File: config.mk
export PLATFORM = sky130hd
export DESIGN_NAME = ram_test_top
export DESIGN_NICKNAME = d
export VERILOG_FILES = /design/src/logic/ram_test_pkg.sv /design/src/logic/lut_ram.sv /design/src/logic/ram_test.sv /design/src/logic/error_report.sv /design/src/logic/uart_tx.sv /design/src/logic/ram_test_top.sv
export SDC_FILE = /design/constraint.sdc
export NUM_CORES = 1
export LEC_CHECK = 0
export BUFFER_PORTS_ARGS = -buffer_cell sky130_fd_sc_hd__buf_2
export CORE_UTILIZATION = 45
export CTS_CLUSTER_SIZE = 14
export DETAILED_ROUTE_END_ITERATION = 10
export PLACE_DENSITY = 0.66
export SYNTH_ARGS = -nofsm -noshare
export SYNTH_HDL_FRONTEND = slang
export SYNTH_HIERARCHICAL = 1
export SYNTH_SLANG_ARGS = --single-unit
File: constraint.sdc
create_clock -name clk -period 3.7 [get_ports clk]
set_clock_uncertainty 0.05 [all_clocks]
set_input_delay 0.555 -clock clk [delete_from_list [all_inputs] [get_ports clk]]
set_output_delay 0.555 -clock clk [all_outputs]
set_load 0.05 [all_outputs]
File: src/logic/ram_test_pkg.sv
package ram_test_pkg;

    // ################################################
    // Widths and basic types
    // ################################################

    localparam int ADDR_W = 5;
    localparam int DATA_W = 6;

    typedef logic [ADDR_W-1:0] addr_t;
    typedef logic [DATA_W-1:0] data_t;
    typedef logic [7:0]        byte_t;

    // Eight bits wide so the phase can go out as a single report byte.
    typedef enum logic [7:0] {
        ST_VERIFY_INIT,
        ST_WRITE_INV,
        ST_VERIFY_INV,
        ST_WRITE_TRUE,
        ST_VERIFY_TRUE,
        ST_FAIL
    } test_state_e;

    typedef struct packed {
        test_state_e state;    // Phase in which the mismatch was seen.
        addr_t       address;
        data_t       expected;
        data_t       actual;
    } err_rec_t;

    // ################################################
    // Serial byte codes
    // ################################################

    localparam byte_t REPORT_START = 8'h45; // 'E'.
    localparam byte_t REPORT_END   = 8'h0a; // Newline.
    localparam byte_t LOOP_TICK    = 8'h2e; // '.'.

    // ################################################
    // Power-up contents
    // ################################################

    // Top bit is the inverted address LSB, the rest is the address itself.
    function automatic data_t init_word(addr_t address);
        return data_t'({~address[0], address});
    endfunction

endpackage

File: src/logic/lut_ram.sv
`timescale 1ns/100ps

module lut_ram #(
    parameter int MAX_ADDRESS = 31
) (
    input  logic                clk,
    input  logic                write_enable,
    input  ram_test_pkg::addr_t write_address,
    input  ram_test_pkg::data_t write_data,
    input  ram_test_pkg::addr_t read_address,
    input  ram_test_pkg::data_t fault_mask,
    output ram_test_pkg::data_t read_data
);
    import ram_test_pkg::*;

    data_t mem [0:MAX_ADDRESS];

    // Distributed RAM comes out of configuration already holding its INIT
    // values, so the pattern is loaded once and reset leaves it alone.
    initial begin
        for (int i = 0; i <= MAX_ADDRESS; i++) begin
            mem[i] = init_word(addr_t'(i));
        end
    end

    // Write port.
    always @(posedge clk) begin
        if (write_enable) begin
            mem[write_address] <= write_data;
        end
    end

    // ################################################
    // Read port
    // ################################################

    // The LUT read is asynchronous; the flop behind it gives the one-cycle
    // latency the sequencer counts on. Set bits in fault_mask flip the
    // corresponding data bits on their way out.
    always_ff @(posedge clk) begin
        read_data <= mem[read_address] ^ fault_mask;
    end

endmodule

File: src/logic/ram_test.sv
`timescale 1ns/100ps

module ram_test #(
    parameter int MAX_ADDRESS  = 31,
    parameter int ADDRESS_STEP = 1
) (
    input  logic                   clk,
    input  logic                   rst_n,
    input  ram_test_pkg::data_t    read_data,
    output ram_test_pkg::addr_t    write_address,
    output ram_test_pkg::data_t    write_data,
    output logic                   write_enable,
    output ram_test_pkg::addr_t    read_address,
    output logic                   loop_done,
    output logic                   error_pulse,
    output ram_test_pkg::err_rec_t error_rec,
    output logic                   fail
);
    import ram_test_pkg::*;

    test_state_e state;
    test_state_e next_phase;
    addr_t       address;
    logic        draining;     // Extra verify cycle for the last read in flight.
    logic        cmp_valid;
    addr_t       cmp_address;
    data_t       cmp_expected;
    err_rec_t    error_q;
    err_rec_t    live_rec;
    data_t       pattern;
    data_t       expected;
    logic        writing;
    logic        verifying;
    logic        last_address;
    logic        mismatch;

    // ################################################
    // Pattern and phase decode
    // ################################################

    assign pattern = init_word(address);

    assign writing   = (state == ST_WRITE_INV) || (state == ST_WRITE_TRUE);
    assign verifying = (state == ST_VERIFY_INIT) || (state == ST_VERIFY_INV) ||
                       (state == ST_VERIFY_TRUE);

    assign last_address = (int'(address) + ADDRESS_STEP > MAX_ADDRESS);

    assign expected = (state == ST_VERIFY_INV) ? ~pattern : pattern;

    always_comb begin
        case (state)
            ST_VERIFY_INIT: next_phase = ST_WRITE_INV;
            ST_WRITE_INV:   next_phase = ST_VERIFY_INV;
            ST_VERIFY_INV:  next_phase = ST_WRITE_TRUE;
            ST_WRITE_TRUE:  next_phase = ST_VERIFY_TRUE;
            ST_VERIFY_TRUE: next_phase = ST_WRITE_INV;  // Init check is not repeated.
            default:        next_phase = ST_FAIL;
        endcase
    end

    // ################################################
    // Memory side
    // ################################################

    assign write_address = address;
    assign write_data    = (state == ST_WRITE_INV) ? ~pattern : pattern;
    assign write_enable  = writing;
    assign read_address  = address;

    // ################################################
    // Compare and report
    // ################################################

    assign mismatch = cmp_valid && (read_data != cmp_expected);

    always_comb begin
        live_rec          = '0;
        live_rec.state    = state;
        live_rec.address  = cmp_address;
        live_rec.expected = cmp_expected;
        live_rec.actual   = read_data;
    end

    // The live record is valid in the pulse cycle, the held copy from then on.
    assign error_pulse = mismatch;
    assign error_rec   = fail ? error_q : live_rec;

    assign loop_done = (state == ST_VERIFY_TRUE) && draining && !mismatch;

    // ################################################
    // Sequencer
    // ################################################

    always_ff @(posedge clk or negedge rst_n) begin
        if (!rst_n) begin
            state     <= ST_VERIFY_INIT;
            address   <= '0;
            draining  <= 1'b0;
            cmp_valid <= 1'b0;
            fail      <= 1'b0;
        end else if (mismatch) begin
            state     <= ST_FAIL;      // Park here until reset.
            draining  <= 1'b0;
            cmp_valid <= 1'b0;
            fail      <= 1'b1;
        end else begin
            cmp_valid <= 1'b0;
            if (writing) begin
                if (last_address) begin
                    address <= '0;
                    state   <= next_phase;
                end else begin
                    address <= address + addr_t'(ADDRESS_STEP);
                end
            end else if (verifying) begin
                if (draining) begin
                    draining <= 1'b0;
                    state    <= next_phase;
                end else begin
                    cmp_valid <= 1'b1;     // Read issued this cycle.
                    if (last_address) begin
                        draining <= 1'b1;
                        address  <= '0;
                    end else begin
                        address <= address + addr_t'(ADDRESS_STEP);
                    end
                end
            end
        end
    end

    // Expected value travels alongside the read it belongs to.
    always_ff @(posedge clk) begin
        cmp_address  <= address;
        cmp_expected <= expected;
        if (mismatch) begin
            error_q <= live_rec;
        end
    end

endmodule

File: src/logic/error_report.sv
`timescale 1ns/100ps

module error_report (
    input  logic                   clk,
    input  logic                   rst_n,
    input  logic                   loop_done,
    input  logic                   error_pulse,
    input  ram_test_pkg::err_rec_t error_rec,
    input  logic                   busy,
    output logic                   send,
    output ram_test_pkg::byte_t    byte_data
);
    import ram_test_pkg::*;

    localparam int REPORT_BYTES = 6;

    err_rec_t   rec_q;
    logic       report_active;
    logic [2:0] byte_idx;
    logic       tx_ready;
    logic       send_report;
    logic       send_tick;
    byte_t      report_byte;

    // Busy only rises the cycle after send, so a pending send blocks too.
    assign tx_ready = !busy && !send;

    assign send_report = report_active && tx_ready && !error_pulse;

    // Ticks are dropped unless the whole path is quiet.
    assign send_tick = loop_done && !error_pulse && !report_active && tx_ready;

    // ################################################
    // Report byte select
    // ################################################

    always_comb begin
        case (byte_idx)
            3'd0:    report_byte = REPORT_START;
            3'd1:    report_byte = byte_t'(rec_q.state);
            3'd2:    report_byte = byte_t'(rec_q.address);   // Zero-extended.
            3'd3:    report_byte = byte_t'(rec_q.expected);
            3'd4:    report_byte = byte_t'(rec_q.actual);
            default: report_byte = REPORT_END;
        endcase
    end

    // ################################################
    // Byte sequencing
    // ################################################

    always_ff @(posedge clk or negedge rst_n) begin
        if (!rst_n) begin
            report_active <= 1'b0;
            byte_idx      <= '0;
            send          <= 1'b0;
        end else begin
            send <= 1'b0;
            if (error_pulse) begin
                report_active <= 1'b1;   // Goes out after any tick in flight.
                byte_idx      <= '0;
            end else if (send_report) begin
                send <= 1'b1;
                if (byte_idx == 3'(REPORT_BYTES - 1)) begin
                    report_active <= 1'b0;
                    byte_idx      <= '0;
                end else begin
                    byte_idx <= byte_idx + 3'd1;
                end
            end else if (send_tick) begin
                send <= 1'b1;
            end
        end
    end

    always_ff @(posedge clk) begin
        if (error_pulse) begin
            rec_q <= error_rec;
        end
        if (send_report) begin
            byte_data <= report_byte;
        end else if (send_tick) begin
            byte_data <= LOOP_TICK;
        end
    end

endmodule

File: src/logic/uart_tx.sv
`timescale 1ns/100ps

module uart_tx #(
    parameter int CLKS_PER_BIT = 434
) (
    input  logic                clk,
    input  logic                rst_n,
    input  logic                send,
    input  ram_test_pkg::byte_t byte_data,
    output logic                tx,
    output logic                busy
);
    localparam int CNT_W = (CLKS_PER_BIT > 1) ? $clog2(CLKS_PER_BIT) : 1;

    logic [CNT_W-1:0] baud_cnt;
    logic [3:0]       bit_cnt;    // Index of the bit currently on the line.
    logic [8:0]       shift;      // Data bits then the stop bit.
    logic             bit_end;

    assign bit_end = (baud_cnt == CNT_W'(CLKS_PER_BIT - 1));

    // ################################################
    // Frame control
    // ################################################

    always_ff @(posedge clk or negedge rst_n) begin
        if (!rst_n) begin
            tx       <= 1'b1;
            busy     <= 1'b0;
            baud_cnt <= '0;
            bit_cnt  <= '0;
        end else if (!busy) begin
            if (send) begin
                tx       <= 1'b0;       // Start bit.
                busy     <= 1'b1;
                baud_cnt <= '0;
                bit_cnt  <= '0;
            end
        end else if (bit_end) begin
            baud_cnt <= '0;
            if (bit_cnt == 4'd9) begin
                busy <= 1'b0;           // Stop bit done, line stays high.
                tx   <= 1'b1;
            end else begin
                tx      <= shift[0];
                bit_cnt <= bit_cnt + 4'd1;
            end
        end else begin
            baud_cnt <= baud_cnt + CNT_W'(1);
        end
    end

    // LSB first, stop bit shifts in behind the data.
    always_ff @(posedge clk) begin
        if (!busy && send) begin
            shift <= {1'b1, byte_data};
        end else if (busy && bit_end) begin
            shift <= {1'b1, shift[8:1]};
        end
    end

endmodule

File: src/logic/ram_test_top.sv
`timescale 1ns/100ps

module ram_test_top #(
    parameter int MAX_ADDRESS  = 31,
    parameter int ADDRESS_STEP = 1,
    parameter int CLKS_PER_BIT = 434
) (
    input  logic                clk,
    input  logic                rst_n,
    input  ram_test_pkg::data_t fault_mask,
    output logic                tx,
    output logic                fail,
    output logic                loop_done
);
    import ram_test_pkg::*;

    addr_t    write_address;
    addr_t    read_address;
    data_t    write_data;
    data_t    read_data;
    logic     write_enable;
    logic     error_pulse;
    err_rec_t error_rec;
    logic     send;
    logic     busy;
    byte_t    byte_data;

    // ################################################
    // Memory and tester
    // ################################################

    lut_ram #(
        .MAX_ADDRESS(MAX_ADDRESS)
    ) u_lut_ram (
        .clk          (clk),
        .write_enable (write_enable),
        .write_address(write_address),
        .write_data   (write_data),
        .read_address (read_address),
        .fault_mask   (fault_mask),
        .read_data    (read_data)
    );

    ram_test #(
        .MAX_ADDRESS (MAX_ADDRESS),
        .ADDRESS_STEP(ADDRESS_STEP)
    ) u_ram_test (
        .clk          (clk),
        .rst_n        (rst_n),
        .read_data    (read_data),
        .write_address(write_address),
        .write_data   (write_data),
        .write_enable (write_enable),
        .read_address (read_address),
        .loop_done    (loop_done),
        .error_pulse  (error_pulse),
        .error_rec    (error_rec),
        .fail         (fail)
    );

    // ################################################
    // Serial report path
    // ################################################

    error_report u_error_report (
        .clk        (clk),
        .rst_n      (rst_n),
        .loop_done  (loop_done),
        .error_pulse(error_pulse),
        .error_rec  (error_rec),
        .busy       (busy),
        .send       (send),
        .byte_data  (byte_data)
    );

    uart_tx #(
        .CLKS_PER_BIT(CLKS_PER_BIT)
    ) u_uart_tx (
        .clk      (clk),
        .rst_n    (rst_n),
        .send     (send),
        .byte_data(byte_data),
        .tx       (tx),
        .busy     (busy)
    );

endmodule

==> impl_summary.log <==
INFO  metric status = finished clean
INFO  metric r2r-start = u_ram_test/read_address[0]$_DFFE_PN0P_
INFO  metric drt_pre_antenna_iters = 5
INFO  metric rsz0062_at_grt = no
INFO  metric synth_cell_types = 78
INFO  metric timing.setup.critical_path_class = register to output pin
INFO  metric die_area = 28560 um^2
INFO  metric antenna_found_initial = 0
INFO  metric gpl.final_weighted_congestion = 0.8291
INFO  metric critPathLaunchType = register
INFO  metric setup-violations-final = 0
INFO  metric timing.critical_path.to_type = output pin
INFO  metric routed_wl = between 20 and 30 mm
INFO  metric synthesis.area = between 10000 and 15000 um^2
INFO  metric data_required_time_of_the_critical_path = ~3 ns
INFO  metric synth_warnings = 6
INFO  metric postSynth.topFlopCell = sky130_fd_sc_hd__edfxtp_1
INFO  metric insertion_delay_of_the_later_clocked_pin_in_the_worst_skew_pair = between 0.5 and 0.6 ns
INFO  metric timing.critical_path.arrival = 2.36 ns
INFO  metric detailedPlacementHpwl = 15.84 mm
INFO  metric cts-hold-fix-buffers = 0
INFO  metric floorplan.rows = 60
INFO  metric crit_path_top_delay_cell = sky130_fd_sc_hd__o31a_2
INFO  metric globalRouteTotalUtil = 0.1779
INFO  metric grt_pass1_wl = 38.57 mm
INFO  metric finalHoldViolCount = 0
INFO  metric maxCapViolCount = 0
INFO  metric synth_edf_count = 253
INFO  metric path_clk_slew = 0.06 ns
INFO  metric via_count = between 6000 and 7000
INFO  metric syn_avg_cell_area = 15.51 um^2
INFO  metric asr_flop_ratio_synth = 0.1030
INFO  metric powerDensity = between 800 and 900 nW/um^2
INFO  metric finalMaxSlewViolations = 0
INFO  metric grt_max_degree = 47
INFO  metric finalCritPeriodShare = 0.8005
INFO  metric maximum_clock_insertion_buffer_count = 3
INFO  metric cts.root.buffer_cell = sky130_fd_sc_hd__clkbuf_16
INFO  metric timing.critical_path.from = u_lut_ram/read_data[3]$_DFF_P_
INFO  metric top_level_ports = 11
INFO  metric yosys_register_bits = 301
INFO  metric post_drt_wl_per_cell = 20.62 um
INFO  metric vias_in_the_first_global_route = about 6600
INFO  metric critical_path.n_buffers_inverters = 1
INFO  metric worst_path_cell_chain = xnor2_1, nand4_1, o31a_2, nor4b_2, buf_2
INFO  metric die_height = ~170 um
INFO  metric slew_headroom = 0.4102
INFO  metric floorplan.die.width = 169.0 um
INFO  metric leakagePower = 4.755 nW
INFO  metric timing.setup.tns = 0 ns
INFO  metric drc_errors = 0
INFO  metric tritoncts_clock_tree = yes
INFO  metric cpLargestDelayFamily = compound AO/OA/AOI/OAI gates
INFO  metric max_slew.worst_pin.slew = 0.8725 ns
INFO  metric finalWorstPathRequiredPeriod = 2.962 ns
INFO  metric post_cts_buffers = 0
INFO  metric initialDrtViolationCount = between 600 and 700
INFO  metric coreArea = 27180 um^2
INFO  metric fin_nets = 838
INFO  metric cts_made_buffers = 31
INFO  metric max_clock_freq = 337.6 MHz
INFO  metric clock_tree.htree_level_count = 1
INFO  metric post_synth_inst_count = 809
INFO  metric layout-area-overhead-vs-synth = 10.72%
INFO  metric ir_worst_vdd = 0.001063 V
INFO  metric globalRoute.totalOverflow = 0
INFO  metric hold-worst-slack = 0.02155 ns
INFO  metric cts_repair_resize_count = 0
INFO  metric synth_sequential_area_ratio = 0.6945
INFO  metric cts.sink_count = 301
INFO  metric antenna_cells_inserted = 0
INFO  metric placement.io_buffers = 10
INFO  metric min-delay-path-class = input port to asynchronous set/reset pin
INFO  metric via_per_inst = ~5.6
INFO  metric initial_utilization = 0.4617
INFO  metric ant_nets = 0
INFO  metric crit_path_max_incr_delay = just under 0.5 ns
INFO  metric drive_gt1_frac = 0.1625
INFO  metric timing.critical_path.fanout_max = 23
-- registers in the layout, indices dropped and copies added (netlist names) --
register,count
u_ram_test/read_address,5
u_error_report/report_active,1
u_uart_tx/baud_cnt,9
u_error_report/rec_q,25
u_uart_tx/bit_cnt,4
u_lut_ram/read_data,6
u_error_report/send,1
u_ram_test/cmp_address,5
u_uart_tx/busy,1
u_ram_test/error_q,20
u_uart_tx/tx,1
u_ram_test/cmp_expected,6
u_ram_test/cmp_valid,1
u_lut_ram/mem,192
u_ram_test/fail,1
u_ram_test/draining,1
u_uart_tx/shift,8
u_ram_test/state,3
u_error_report/byte_idx,3
u_error_report/byte_data,8
-- per-layer routing --
metal,up-vias,global-route usage,wire (um)
met5,-,0,0
met4,0,0.06972,851
met3,57,0.02385,1174
met2,173,0.2909,12050
met1,3410,0.2421,11100
li1,3146,-,-
-- placed cells by master (no fill, tap or decap), types with 7 or more instances in the layout --
cell type | synthesis | routed
sky130_fd_sc_hd__xnor2_1 | 9 | 8
sky130_fd_sc_hd__mux2i_1 | 96 | 96
sky130_fd_sc_hd__mux2_2 | 27 | 27
sky130_fd_sc_hd__o21ai_0 | 14 | 14
sky130_fd_sc_hd__nor2b_1 | 7 | 7
sky130_fd_sc_hd__nand2b_1 | 9 | 9
sky130_fd_sc_hd__edfxtp_1 | 253 | 253
sky130_fd_sc_hd__nor2_1 | 47 | 47
sky130_fd_sc_hd__nand2_1 | 15 | 15
sky130_fd_sc_hd__a21oi_1 | 31 | 31
sky130_fd_sc_hd__a22oi_1 | 51 | 51
sky130_fd_sc_hd__inv_1 | 12 | 12
sky130_fd_sc_hd__xor2_1 | 17 | 13
sky130_fd_sc_hd__buf_2 | 10 | 10
sky130_fd_sc_hd__buf_4 | 13 | 15
sky130_fd_sc_hd__clkbuf_16 | 0 | 31
sky130_fd_sc_hd__dfrtp_1 | 30 | 28
sky130_fd_sc_hd__dfxtp_1 | 17 | 17
sky130_fd_sc_hd__nand3_1 | 17 | 17
-- cell usage after synthesis, drive strengths merged (3+ instances only) --
master	number	share of area
edfxtp	253	0.61
mux2i	96	0.077
a22oi	51	0.031
nor2	50	0.016
buf	37	0.026
a21oi	32	0.014
dfrtp	30	0.060
mux2	27	0.024
o21ai	19	0.0076
dfxtp	17	0.027
nand3	17	0.0068
xor2	17	0.012
nand2	15	0.0045
inv	12	0.0036
clkbuf	10	0.0030
nand2b	9	0.0045
xnor2	9	0.0063
nor2b	7	0.0035
nor4	7	0.0065
ha	6	0.0060
nand3b	6	0.0036
o211ai	6	0.0036
or3b	6	0.0042
a31oi	5	0.0025
a32oi	4	0.0028
and2	4	0.0022
and3	4	0.0021
nand4	4	0.0020
nor3b	4	0.0028
or3	4	0.0020
nor3	3	0.0012
o311ai	3	0.0021
or2	3	0.0017
-- final timing paths --
kind,end,slack (ns),cells after the start
min in group clk,u_lut_ram/read_data[1]$_DFF_P_,0.15,2
worst max-delay path,loop_done,0.74,5
max in group asynchronous,u_ram_test/read_address[0]$_DFFE_PN0P_,3.00,1
worst max register to register,u_lut_ram/mem[11][1]$_DFFE_PP_,1.07,2
worst min-delay path,u_uart_tx/bit_cnt[1]$_DFFE_PN0P_,0.02,1
worst min register to register,u_ram_test/error_q[14]$_DFFE_PP_,0.38,0
-- cell families (layout without fill, tap and decap cells) --
kind of cell,after synthesis,in the layout,synth area share
flip-flops,301,301,0.6945
XOR/XNOR,26,26,0.01815
multiplexers,123,123,0.1008
buffers and inverters,59,95,0.03231
adder cells (fa/ha/maj),7,7,0.006780
other,1,5,0.0002988
AND/OR/NAND/NOR,151,151,0.06980
AO/OA/AOI/OAI,141,141,0.07738
-- power by group --
part | switching [mW] | internal [mW]
registers | 0.593 | 5.24
logic | 2.38 | 1.14
clock network | 1.30 | 1.75
total | 4.27 | 8.13
-- metrics by stage --
stage                     instance area (um^2)  power (mW)  cells  utilization  worst slack, ns
final                                    13890       12.41   1221       0.5112           0.7381
after global routing                     13890       12.94   1221       0.5112           0.5450
after CTS                                13890       12.48   1221       0.5112           0.6502
after detailed placement                 12880       9.417   1163       0.4738            1.131
after global placement                   12880       9.338   1163       0.4738            1.136
after floorplan                          12560       8.224    813            -           0.2771
-- cell type report --
type                            instances  area [um^2]
Timing Repair Buffer                   25        162.7
Tap cell                              372        465.4
Clock inverter                         18        176.4
Sequential cell                       301         8722
Fill cell                            2283        13280
Clock buffer                           40        839.6
Multi-Input combinational cell        453         3482
Inverter                               12        45.04
Power figures use the tool's default switching activity.
